**src/hw/synth_pkg.sv**
```systemverilog
package synth_pkg;

	// Widths that carry a meaning through the design
	typedef logic [7:0] note_t;
	typedef logic [23:0] phase_inc_t;
	typedef logic [23:0] phase_t;
	typedef logic signed [15:0] sample_t;
	typedef logic [1:0] wave_sel_t;

	// AXI4-Lite port widths
	typedef logic [7:0] axil_addr_t;
	typedef logic [31:0] axil_data_t;
	typedef logic [3:0] axil_strb_t;
	typedef logic [1:0] axil_resp_t;

	localparam axil_resp_t resp_okay = 2'b00;
	localparam axil_resp_t resp_slverr = 2'b10;

	// Waveform choices
	localparam wave_sel_t wave_square = 2'd0;
	localparam wave_sel_t wave_saw = 2'd1;
	localparam wave_sel_t wave_triangle = 2'd2;
	localparam wave_sel_t wave_sine = 2'd3;

	// MIDI word as the processor writes it, top byte unused
	typedef struct packed {
		logic [7:0] unused;
		logic [3:0] status;
		logic [3:0] channel;
		note_t note;
		logic [7:0] value;
	} midi_msg_t;

	localparam logic [3:0] midi_note_on = 4'h9;
	localparam logic [3:0] midi_note_off = 4'h8;
	localparam logic [3:0] midi_pitch_bend = 4'hE;

	// Control FSM, 3-bit code also shows up in the status word
	typedef enum logic [2:0] {
		idle,
		base_lookup,
		next_lookup,
		playing
	} control_state_t;

	// Status word, increment field is bits 23:4 of the bent increment
	typedef struct packed {
		logic active;
		logic [2:0] state;
		note_t note;
		logic [19:0] inc_high;
	} synth_status_t;

	// Register map, word offsets
	localparam axil_addr_t reg_midi = 8'h00;
	localparam axil_addr_t reg_wave = 8'h04;
	localparam axil_addr_t reg_status = 8'h08;
	localparam axil_addr_t reg_increment = 8'h0C;
	localparam axil_addr_t reg_snapshot = 8'h10;

endpackage

```
**src/hw/pitch_table.sv**
```systemverilog
`timescale 1ns/10ps

module pitch_table import synth_pkg::*; (
	input note_t lookup_note,
	output phase_inc_t lookup_inc
);

	// Octave 10 increments, notes 120 to 131
	// 24-bit phase at a 48 kHz sample rate
	localparam phase_inc_t top_octave [12] = '{
		24'd2926232, 24'd3100235, 24'd3284584, 24'd3479896,
		24'd3686821, 24'd3906052, 24'd4138318, 24'd4384394,
		24'd4645104, 24'd4921316, 24'd5213951, 24'd5524015
	};

	note_t clamped;
	logic [3:0] octave;
	note_t semitone;

	always_comb begin
		// Anything past 127 plays note 127
		clamped = (lookup_note > 8'd127) ? 8'd127 : lookup_note;

		// Highest multiple of 12 not above the note
		octave = 4'd0;
		for (int o = 1; o <= 10; o++) begin
			if (clamped >= 8'(12 * o)) begin
				octave = 4'(o);
			end
		end
		semitone = clamped - 8'(12 * octave);

		// Each octave down halves the increment
		lookup_inc = top_octave[semitone[3:0]] >> (4'd10 - octave);
	end

endmodule

```
**src/hw/synth_control.sv**
```systemverilog
`timescale 1ns/10ps

module synth_control import synth_pkg::*; (
	input logic clock,
	input logic reset,
	input logic midi_valid,
	input midi_msg_t midi_msg,
	output note_t lookup_note,
	input phase_inc_t lookup_inc,
	output logic busy,
	output synth_status_t status,
	output phase_inc_t increment
);

	control_state_t state;
	note_t cur_note;
	logic active;
	// Unbent increment and gap to the next semitone
	phase_inc_t base_inc;
	phase_inc_t delta_inc;
	logic [7:0] bend_amount;
	logic [31:0] bend_scaled;
	phase_inc_t bent_inc;

	// Second lookup is for the semitone above
	assign lookup_note = (state == next_lookup) ? cur_note + 8'd1 : cur_note;
	assign busy = (state == base_lookup) || (state == next_lookup);

	// Bend by a sixteenth of the gap per step away from center
	always_comb begin
		if (midi_msg.value >= 8'd64) begin
			bend_amount = midi_msg.value - 8'd64;
		end else begin
			bend_amount = 8'd64 - midi_msg.value;
		end
		bend_scaled = (32'(bend_amount) * 32'(delta_inc)) >> 4;
		if (midi_msg.value >= 8'd64) begin
			bent_inc = base_inc + bend_scaled[23:0];
		end else begin
			bent_inc = base_inc - bend_scaled[23:0];
		end
	end

	always_ff @(posedge clock) begin
		if (reset) begin
			state <= idle;
			cur_note <= '0;
			active <= 1'b0;
			increment <= '0;
		end else begin
			case (state)
				base_lookup: begin
					base_inc <= lookup_inc;
					state <= next_lookup;
				end
				next_lookup: begin
					delta_inc <= lookup_inc - base_inc;
					increment <= base_inc;
					active <= 1'b1;
					state <= playing;
				end
				default: begin
					if (midi_valid) begin
						case (midi_msg.status)
							midi_note_on: begin
								cur_note <= midi_msg.note;
								state <= base_lookup;
							end
							midi_note_off: begin
								// Only the sounding note silences the voice
								if (active && midi_msg.note == cur_note) begin
									active <= 1'b0;
									increment <= '0;
									state <= idle;
								end
							end
							midi_pitch_bend: begin
								if (active) begin
									increment <= bent_inc;
								end
							end
							default: begin
							end
						endcase
					end
				end
			endcase
		end
	end

	// Status snapshot for the register port
	assign status.active = active;
	assign status.state = state;
	assign status.note = cur_note;
	assign status.inc_high = increment[23:4];

endmodule

```
**src/hw/synth_axil_regs.sv**
```systemverilog
`timescale 1ns/10ps

module synth_axil_regs import synth_pkg::*; (
	input logic clock,
	input logic reset,
	// Write address and data
	input axil_addr_t awaddr,
	input logic awvalid,
	output logic awready,
	input axil_data_t wdata,
	input axil_strb_t wstrb,
	input logic wvalid,
	output logic wready,
	// Write response
	output axil_resp_t bresp,
	output logic bvalid,
	input logic bready,
	// Read address and data
	input axil_addr_t araddr,
	input logic arvalid,
	output logic arready,
	output axil_data_t rdata,
	output axil_resp_t rresp,
	output logic rvalid,
	input logic rready,
	// Control side
	input logic busy,
	input synth_status_t status,
	input phase_inc_t increment,
	input phase_t phase,
	input sample_t sample,
	output logic midi_valid,
	output midi_msg_t midi_msg,
	output wave_sel_t wave_sel
);

	logic write_fire;
	logic read_fire;
	logic write_known;
	logic read_known;

	// Address and data taken in the same cycle
	// Held off while a response waits or a note-on is still looking up
	assign awready = awvalid && wvalid && !bvalid && !busy;
	assign wready = awready;
	assign write_fire = awready;

	// One read outstanding at a time
	assign arready = !rvalid;
	assign read_fire = arvalid && arready;

	always_comb begin
		write_known = (awaddr == reg_midi) || (awaddr == reg_wave) ||
			(awaddr == reg_status) || (awaddr == reg_increment) ||
			(awaddr == reg_snapshot);
		read_known = (araddr == reg_midi) || (araddr == reg_wave) ||
			(araddr == reg_status) || (araddr == reg_increment) ||
			(araddr == reg_snapshot);
	end

	// Write channel, message pulse and wave select
	always_ff @(posedge clock) begin
		if (reset) begin
			bvalid <= 1'b0;
			midi_valid <= 1'b0;
			wave_sel <= wave_square;
		end else begin
			midi_valid <= 1'b0;
			if (write_fire) begin
				bvalid <= 1'b1;
				if (awaddr == reg_midi) begin
					midi_valid <= 1'b1;
				end
				if (awaddr == reg_wave && wstrb[0]) begin
					wave_sel <= wdata[1:0];
				end
			end else if (bready) begin
				bvalid <= 1'b0;
			end
		end
	end

	// Payload side, no reset
	always_ff @(posedge clock) begin
		if (write_fire) begin
			bresp <= write_known ? resp_okay : resp_slverr;
			midi_msg <= wdata;
		end
	end

	// Read channel
	always_ff @(posedge clock) begin
		if (reset) begin
			rvalid <= 1'b0;
		end else if (read_fire) begin
			rvalid <= 1'b1;
		end else if (rready) begin
			rvalid <= 1'b0;
		end
	end

	// Read data, snapshot grabs phase and sample on the same edge
	always_ff @(posedge clock) begin
		if (read_fire) begin
			rresp <= read_known ? resp_okay : resp_slverr;
			case (araddr)
				reg_wave: rdata <= {30'd0, wave_sel};
				reg_status: rdata <= status;
				reg_increment: rdata <= {8'd0, increment};
				reg_snapshot: rdata <= {phase[23:8], sample};
				// Write-only MIDI word and holes read back as zero
				default: rdata <= '0;
			endcase
		end
	end

endmodule

```
**src/hw/oscillator.sv**
```systemverilog
`timescale 1ns/10ps

module oscillator import synth_pkg::*; #(
	parameter int sample_div = 16
) (
	input logic clock,
	input logic reset,
	input phase_inc_t increment,
	input wave_sel_t wave_sel,
	output phase_t phase,
	output sample_t sample
);

	localparam int count_bits = (sample_div > 1) ? $clog2(sample_div) : 1;

	logic [count_bits-1:0] tick_count;
	logic tick;
	logic [15:0] p;
	sample_t saw;
	logic [15:0] folded;
	sample_t tri_wave;
	logic signed [16:0] sine_gap;
	logic signed [32:0] sine_prod;

	// Sample tick divider
	assign tick = (tick_count == count_bits'(sample_div - 1));

	always_ff @(posedge clock) begin
		if (reset) begin
			tick_count <= '0;
			phase <= '0;
		end else begin
			if (tick) begin
				tick_count <= '0;
				phase <= phase + increment;
			end else begin
				tick_count <= tick_count + 1'b1;
			end
		end
	end

	// Top 16 phase bits drive all four shapes
	assign p = phase[23:8];

	always_comb begin
		// Saw is p offset by half scale
		saw = {~p[15], p[14:0]};

		// Fold negative half onto positive, 0 to 32767
		folded = saw[15] ? ~saw : saw;
		// Double and recenter
		tri_wave = {~folded[14], folded[13:0], 1'b0};

		// Parabola 4t(1-|t|), gap uses the folded value so the peak stays in range
		sine_gap = 17'sd32767 - $signed({1'b0, folded});
		sine_prod = saw * sine_gap;

		case (wave_sel)
			wave_square: sample = p[15] ? -16'sd32768 : 16'sd32767;
			wave_saw: sample = saw;
			wave_triangle: sample = tri_wave;
			// Product over 2^13 gives the factor of four
			default: sample = sine_prod[28:13];
		endcase
	end

endmodule

```
**src/hw/pwm_modulator.sv**
```systemverilog
`timescale 1ns/10ps

module pwm_modulator import synth_pkg::*; #(
	parameter int pwm_bits = 8
) (
	input logic clock,
	input logic reset,
	input sample_t sample,
	output logic audio_pwm,
	output logic audio_enable
);

	logic [pwm_bits-1:0] count;
	logic [pwm_bits-1:0] level;
	logic [pwm_bits-1:0] next_level;

	// Offset binary from the top sample bits
	assign next_level = {~sample[15], sample[14 -: pwm_bits-1]};

	always_ff @(posedge clock) begin
		if (reset) begin
			count <= '0;
			level <= '0;
		end else begin
			count <= count + 1'b1;
			// New level takes over as the counter wraps to zero
			if (count == '1) begin
				level <= next_level;
			end
		end
	end

	// Level high cycles per period
	assign audio_pwm = (count < level);

	// Amplifier shutdown released out of reset
	assign audio_enable = !reset;

endmodule

```
**src/hw/midi_synth.sv**
```systemverilog
`timescale 1ns/10ps

module midi_synth import synth_pkg::*; #(
	parameter int sample_div = 16,
	parameter int pwm_bits = 8
) (
	input logic clock,
	input logic reset,
	// AXI4-Lite slave
	input axil_addr_t awaddr,
	input logic awvalid,
	output logic awready,
	input axil_data_t wdata,
	input axil_strb_t wstrb,
	input logic wvalid,
	output logic wready,
	output axil_resp_t bresp,
	output logic bvalid,
	input logic bready,
	input axil_addr_t araddr,
	input logic arvalid,
	output logic arready,
	output axil_data_t rdata,
	output axil_resp_t rresp,
	output logic rvalid,
	input logic rready,
	// Audio pins
	output logic audio_pwm,
	output logic audio_enable
);

	logic midi_valid;
	midi_msg_t midi_msg;
	wave_sel_t wave_sel;
	logic busy;
	synth_status_t status;
	phase_inc_t increment;
	note_t lookup_note;
	phase_inc_t lookup_inc;
	phase_t phase;
	sample_t sample;

	// Register port
	synth_axil_regs u_regs (
		.clock(clock), .reset(reset),
		.awaddr(awaddr), .awvalid(awvalid), .awready(awready),
		.wdata(wdata), .wstrb(wstrb), .wvalid(wvalid), .wready(wready),
		.bresp(bresp), .bvalid(bvalid), .bready(bready),
		.araddr(araddr), .arvalid(arvalid), .arready(arready),
		.rdata(rdata), .rresp(rresp), .rvalid(rvalid), .rready(rready),
		.busy(busy), .status(status), .increment(increment),
		.phase(phase), .sample(sample),
		.midi_valid(midi_valid), .midi_msg(midi_msg), .wave_sel(wave_sel)
	);

	// Note handling
	synth_control u_control (
		.clock(clock), .reset(reset),
		.midi_valid(midi_valid), .midi_msg(midi_msg),
		.lookup_note(lookup_note), .lookup_inc(lookup_inc),
		.busy(busy), .status(status), .increment(increment)
	);

	pitch_table u_pitch_table (
		.lookup_note(lookup_note),
		.lookup_inc(lookup_inc)
	);

	// Datapath to the pin
	oscillator #(.sample_div(sample_div)) u_oscillator (
		.clock(clock), .reset(reset),
		.increment(increment), .wave_sel(wave_sel),
		.phase(phase), .sample(sample)
	);

	pwm_modulator #(.pwm_bits(pwm_bits)) u_pwm (
		.clock(clock), .reset(reset),
		.sample(sample),
		.audio_pwm(audio_pwm), .audio_enable(audio_enable)
	);

endmodule

```
**config.mk**
```make
export PLATFORM = sky130hd
export DESIGN_NAME = midi_synth
export DESIGN_NICKNAME = d
export VERILOG_FILES = /design/src/hw/synth_pkg.sv /design/src/hw/pitch_table.sv /design/src/hw/synth_control.sv /design/src/hw/synth_axil_regs.sv /design/src/hw/oscillator.sv /design/src/hw/pwm_modulator.sv /design/src/hw/midi_synth.sv
export SDC_FILE = /design/constraint.sdc
export NUM_CORES = 2
export LEC_CHECK = 0
export ABC_AREA = 0
export BUFFER_PORTS_ARGS = -buffer_cell sky130_fd_sc_hd__clkbuf_2
export CORE_MARGIN = 8
export CORE_UTILIZATION = 35
export CTS_BUF_LIST = sky130_fd_sc_hd__clkbuf_8
export DETAILED_ROUTE_END_ITERATION = 10
export GPL_TIMING_DRIVEN = 1
export PLACE_DENSITY = 0.47
export SYNTH_ARGS = -nofsm -noshare
export SYNTH_HDL_FRONTEND = slang
export SYNTH_HIERARCHICAL = 1
export SYNTH_SLANG_ARGS = --single-unit
```
**constraint.sdc**
```tcl
create_clock -name clock -period 15.7 [get_ports clock]
set_clock_uncertainty 0.05 [all_clocks]
set_input_delay 3.14 -clock clock [delete_from_list [all_inputs] [get_ports clock]]
set_output_delay 3.14 -clock clock [all_outputs]
set_load 0.005 [all_outputs]
```
=== Word level (Yosys, flattened, before mapping) ===
Memory sizes are Yosys's and may differ from the RTL's.
Index checks and enable logic that the tools add are counted.

* Register bits after elaboration: 189
* Bits in latches: 0
* Memory bits (writable): 0
* ROM bits: 384
* Bits of input ports: 59
* Output and inout bits: 43
* Logic and storage cells: 161
* Memories: 1

{| class="wikitable"
|+ Memories
! memory !! depth !! bits a word !! read ports !! clocked after Yosys merged registers in !! wr ports !! RTL line !! text
|-
| (name not given) || 16 || 24 || 1 || 0 || 0 || pitch_table.sv:34 || <nowiki>lookup_inc = top_octave[semitone[3:0]] >> (4'd10 - octave);</nowiki>
|}

* $add $sub $neg: 12
* Multiply operators: 3
* Divide/modulo/power cells: 0
* $lt $le $gt $ge: 14
* Eq/ne operators: 21
* Shift operators: 1
* Multiplexer cells: 40
* Bitwise logic cells: 9
* Reduce and logical (&&, ||, !) cells: 40

{| class="wikitable"
|+ Operators by type and width
! operator !! count
|-
| 2-to-1 mux 24 bit || 6
|-
| one-hot mux 32 bit (4 select lines) || 1
|-
| one-hot mux 24 bit (2 select lines) || 2
|-
| adder 24 bit || 2
|-
| greater-or-equal comparator 8 x 7 -> 1 bit, second input constant || 6
|-
| one-hot mux 16 bit (3 select lines) || 1
|-
| subtractor 24 bit || 2
|-
| == test 8 x 4 -> 1 bit, second input constant || 4
|-
| 2-to-1 mux 16 bit || 2
|-
| multiplier 16 x 17 -> 29 bit || 1
|-
| multiplier 8 x 24 -> 28 bit || 1
|-
| greater-or-equal comparator 8 x 6 -> 1 bit, second input constant || 3
|-
| 2-to-1 mux 8 bit || 3
|-
| >> shifter 24 x 4 -> 24 bit || 1
|-
| 2-to-1 mux 3 bit || 6
|-
| subtractor 15 x 16 -> 17 bit, first input constant || 1
|-
| adder 8 x 1 -> 8 bit, second input constant || 2
|-
| == test 4 bit, second input constant || 4
|-
| == test 8 x 3 -> 1 bit, second input constant || 2
|-
| == test 8 x 5 -> 1 bit, second input constant || 2
|-
| zero test 8 bit || 2
|-
| inverter 16 bit || 1
|-
| 2-to-1 mux 4 bit || 3
|-
| one-hot mux 3 bit (2 select lines) || 2
|-
| other kinds (36) || 80
|}

=== Depth between registers and ports, before layout ===
* Word-level depth: 23
* Gate-level depth with buffers: 37
* Gate-level depth less buffers: 36

=== By module ===
Netlist, hierarchy kept.

{| class="wikitable"
|+ By module, submodules not included
! module !! times used !! cells an instance !! area an instance (um^2) !! seq. area each (um^2)
|-
| synth_control || 1 || 1333 || 11787.6 || 2142.1
|-
| oscillator || 1 || 1283 || 10800.4 || 560.5
|-
| synth_axil_regs || 1 || 198 || 2972.9 || 2082.0
|-
| pitch_table || 1 || 329 || 2217.1 || 0.0
|-
| pwm_modulator || 1 || 95 || 812.0 || 320.3
|}

=== Worst setup path before layout ===
Ideal clock, no wire load.

* Kind: reg-to-reg
* From: register u_regs/midi_msg[7] (netlist name)
* To: register u_control.increment[23]
* Library setup time: 132 ps
* Arrival time: 7914 ps
* Data required time: 15518 ps
* Slack: 7604 ps
* Stages on the path, launching flop included: 37
* Path buffers: 2
* Clock period less this slack: 8096 ps
* Cell sequence: edfxtp_1 -> or2_2 -> clkbuf_1 -> a21oi_1 -> xnor2_1 -> clkbuf_1 -> nand2b_1 -> fa_1 -> fa_1 -> inv_1 -> fa_1 -> inv_1 -> fa_1 -> inv_1 -> ha_1 -> or3_1 -> o22a_1 -> a32oi_2 -> a31oi_1 -> a211o_1 -> xor2_1 -> nor3_1 -> nand2_2 -> o21ai_0 -> xnor2_1 -> ha_1 -> a21o_1 -> a21o_1 -> a21oi_1 -> o21a_1 -> a31oi_1 -> a41oi_1 -> a21oi_1 -> xnor2_1 -> or2_2 -> mux2i_1 -> nor4_2

* Word-level cells in the longest chain between the ends: 9
* Elaborated cells on any way between the ends: 12
* Those cells by class: 4 x add/sub; 1 x mul; 1 x order compare; 6 x mux

{| class="wikitable"
|+ RTL lines
! what !! RTL line !! text
|-
| subtractor 7 x 8 -> 8 bit (tied with other cells) || synth_control.sv:34 || <nowiki>bend_amount = 8'd64 - midi_msg.value;</nowiki>
|-
| 2-to-1 mux 8 bit || synth_control.sv:31 || <nowiki>if (midi_msg.value >= 8'd64) begin</nowiki>
|-
| multiplier 8 x 24 -> 28 bit || synth_control.sv:36 || <nowiki>bend_scaled = (32'(bend_amount) * 32'(delta_inc)) >> 4;</nowiki>
|-
| subtractor 24 bit / adder 24 bit (equally long branches) || synth_control.sv:40, synth_control.sv:38 ||
|-
| 2-to-1 mux 24 bit (*) || synth_control.sv:37 || <nowiki>if (midi_msg.value >= 8'd64) begin</nowiki>
|-
| 2-to-1 mux 24 bit (*) || synth_control.sv:78 || <nowiki>if (active) begin</nowiki>
|-
| one-hot mux 24 bit (2 select lines) (*) || synth_control.sv:64 || <nowiki>case (midi_msg.status)</nowiki>
|-
| 2-to-1 mux 24 bit (*) || synth_control.sv:63 || <nowiki>if (midi_valid) begin</nowiki>
|-
| one-hot mux 24 bit (2 select lines) (*) || synth_control.sv:51 || <nowiki>case (state)</nowiki>
|-
| to (signal assigned) || synth_control.sv:58 || <nowiki>increment <= base_inc;</nowiki>
|-
| to (signal assigned) || synth_control.sv:79 || <nowiki>increment <= bent_inc;</nowiki>
|-
| to (decl) || synth_control.sv:12 || <nowiki>output phase_inc_t increment</nowiki>
|}

Every way passes the cells marked *; elsewhere a longest branch is shown, timed or not. The select of a mux whose other input is x is not followed.
A chain may end at the register's enable or synchronous reset.

=== Final worst setup path ===
* From: register u_regs/midi_msg[6] (netlist name)
* To: register u_control.increment[23]

* Word-level cells in the longest chain between the ends: 9
* Elaborated cells on any way between the ends: 12
* Those cells by class: 4 x add/sub; 1 x mul; 1 x order compare; 6 x mux

{| class="wikitable"
|+ RTL lines
! what !! RTL line
|-
| subtractor 7 x 8 -> 8 bit (tied with other cells) || synth_control.sv:34
|-
| 2-to-1 mux 8 bit || synth_control.sv:31
|-
| multiplier 8 x 24 -> 28 bit || synth_control.sv:36
|-
| subtractor 24 bit / adder 24 bit (equally long branches) || synth_control.sv:40, synth_control.sv:38
|-
| 2-to-1 mux 24 bit (*) || synth_control.sv:37
|-
| 2-to-1 mux 24 bit (*) || synth_control.sv:78
|-
| one-hot mux 24 bit (2 select lines) (*) || synth_control.sv:64
|-
| 2-to-1 mux 24 bit (*) || synth_control.sv:63
|-
| one-hot mux 24 bit (2 select lines) (*) || synth_control.sv:51
|}

Marked as above.

==> impl_metrics.json <==
{
  "drt_first_iter_violations": 1362,
  "unrepaired_setup_endpoints_after_global_routing": "false",
  "power.share.sequential": 0.232,
  "finalCritPeriodShare": 0.646,
  "vias_per_cell": 5.33,
  "floorplan.initialDensity": 0.352,
  "ctsResizeCount": 0,
  "crit_path_top_delay_cell": "nor2_1",
  "max_freq_mhz": 98.6,
  "die_area_sq_mm": 0.0900,
  "cts_hold_buf": 0,
  "maxCapViolCount": 0,
  "antenna_violations_before_repair": 9,
  "setup_viol": 0,
  "cts_tree": "yes",
  "regToRegSetupSlack_ns": 5.56,
  "finalHoldViolations": 0,
  "core_sq_mm": 0.0802,
  "r2r-start": "u_regs/midi_msg[6]",
  "grt_usage": 0.191,
  "wirelength_met1_mm": 37.9,
  "worst_slew_pin_slew_ns": 1.25,
  "first_global_vias": 24000,
  "largest_net_degree_at_the_start_of_global_routing": 52,
  "grt_first_pass_wirelength_mm": 137,
  "hold_ws_ns": 0.418,
  "numCtsBuffers": 17,
  "timing.max_slew.rel_slack": 0.164,
  "root_buffer": "clkbuf_8",
  "clk_pin_slew_ns": 0.12,
  "fp-row-count": 104,
  "drive_gt1_frac": 0.0842,
  "grt_overflow": 0,
  "clock_path_buffers": 2,
  "routed-wl-met3_mm": 3.78,
  "net-switching-power_uw": 1040,
  "final_nets": 3827,
  "die-width_microns": 300,
  "worstPathMaxFanout": 24,
  "timing.setup.tns_ns": 0,
  "holdCritPathClass": "reg -> reg",
  "crit_path_end_kind": "register",
  "detailroute.wirelength.met2_mm": 42.1,
  "clock_power_share": 0.166,
  "pwr-share-comb": 0.603,
  "h-tree-depth": 4,
  "drtPass1Iterations": 6,
  "post-route-drc-count": 0,
  "critPathArrivalTime_ns": 10.52,
  "worstReg2RegEnd": "u_control/increment[23]",
  "p_int_uw": 1240,
  "ant_nets": 0,
  "power.switching_fraction": 0.457,
  "ff2ff_path_depth": 34,
  "slew_viol_final": 0,
  "status": "completed",
  "sinks_on_the_clock_net": 186,
  "gpl.final_weighted_congestion": 0.880,
  "cp.required_ns": 16.08,
  "post_synth_instance_area_sq_mm": 0.0282,
  "area_growth_pct": 6.38,
  "power_density_mw_per_mm2": 75.8,
  "fin_crit_ns": 10.14,
  "postSynthAreaPerCell_sq_um": 8.75,
  "wl_mm": 85.3,
  "dp_hpwl_mm": 66.7,
  "cp_common_cell": "fa_1",
  "wire_per_inst_microns": 19.9,
  "crit_path_end": "u_control/increment[23]",
  "hold_path_depth": 2,
  "port_buffers": 84,
  "critPathMaxStageDelay_ns": 0.84,
  "die_h_microns": 300,
  "synthesis.yosys.warnings": 6,
  "syn-instance-count": 3226,
  "critical_path_origin": "u_regs/midi_msg[6]",
  "crit_path_start_kind": "register",
  "clock_latency_ns": 0.57,
  "timing_worst_setup_path_type": "reg -> reg",
  "dr_total_vias": 22800,
  "power.leakage_uw": 0.0132,
  "io_pins": 102,
  "postCtsSetupBuffers": 0,
  "vdd_drop_max_uv": 73.4,
  "maxUsedRoutingLayer": "met5"
}
## worst min-delay path by stage
| stage | startpoint | to | slack (ns) |
|---|---|---|---|
| global placement | u_oscillator/phase[6] | u_oscillator/phase[6] | 0.40 |
| detailed placement | u_oscillator/phase[2] | u_oscillator/phase[2] | 0.40 |
| global route | u_oscillator/phase[2] | u_oscillator/phase[2] | 0.45 |
| CTS | u_oscillator/phase[2] | u_oscillator/phase[2] | 0.42 |
| floorplan | u_pwm/level[0] | u_pwm/level[0] | 0.38 |
| finish | u_oscillator/phase[2] | u_oscillator/phase[2] | 0.42 |
## flip-flops by register name, indices dropped and copies added, names as in the netlist
| signal | flops |
|---|---|
| u_control/cur_note | 8 |
| u_regs/bvalid | 1 |
| u_control/base_inc | 24 |
| u_regs/rdata | 32 |
| u_oscillator/tick_count | 4 |
| u_control/state | 2 |
| u_regs/midi_valid | 1 |
| u_oscillator/phase | 24 |
| u_regs/rvalid | 1 |
| u_control/increment | 24 |
| u_pwm/count | 8 |
| u_regs/rresp | 1 |
| u_pwm/level | 8 |
| u_regs/midi_msg | 20 |
| u_regs/wave_sel | 2 |
| u_control/delta_inc | 24 |
| u_regs/bresp | 1 |
| u_control/active | 1 |
## power groups by stage
stage | registers [uW] | clock network, uW | logic (uW)
final | 528 | 377 | 1370
after global routing | 529 | 413 | 1540
after CTS | 528 | 397 | 1370
after detailed placement | 539 | 0 | 1360
after global placement | 539 | 0 | 1340
after floorplan | 535 | 0 | 1080
## worst max-delay path, delay by kind of cell (launching register included)
family	cells	cell delay, ns
AOI/OAI and AO/OA	10	2.66
xor gates and xnor gates	4	0.90
adders and majority gates	6	2.68
buffers and inverters	4	0.41
DFF	1	0.75
muxes	1	0.18
and+or+nand+nor	9	2.39
## metal layers
metal / vias up / GRT usage
met5: - / 0
met4: 8 / 0.0495
met3: 87 / 0.0315
met2: 475 / 0.330
met1: 11500 / 0.247
li1: 10800 / -
## metrics by stage
step           total power, uW  utilization  instances  worst slack [ns]  instance area, sq um
3_5_place_dp              1900        0.369       4246              5.64                 29600
6_report                  2280        0.375       4285              5.56                 30000
3_3_place_gp              1880        0.369       4246              5.81                 29600
2_1_floorplan             1610            -       3227              7.60                 28200
4_1_cts                   2300        0.374       4278              5.56                 30000
5_1_grt                   2480        0.375       4281              4.79                 30000
## cell type report
cell class	instances	area, sq um
tap	1060	1330
clock buffer	17	234
clock inverter	15	220
sequential	186	4740
timing repair buffer	126	738
antenna	7	17.5
inverter	464	1740
fill	8295	50100
multi-input combinational	2410	21000
## layout by cell type, fill, tap and decap left out, types with 60 or more instances in the layout
cell and instances:
a21oi_1 130, nand2_1 297, xnor2_1 96, nor2b_1 84, nor2_1 203, fa_1 309, nor3_1 60, and2_1 145
inv_1 460, dfxtp_1 84, clkbuf_2 83, o21ai_0 89, ha_1 254, edfxtp_1 102
Note: power is estimated with default switching activity, not from simulation.
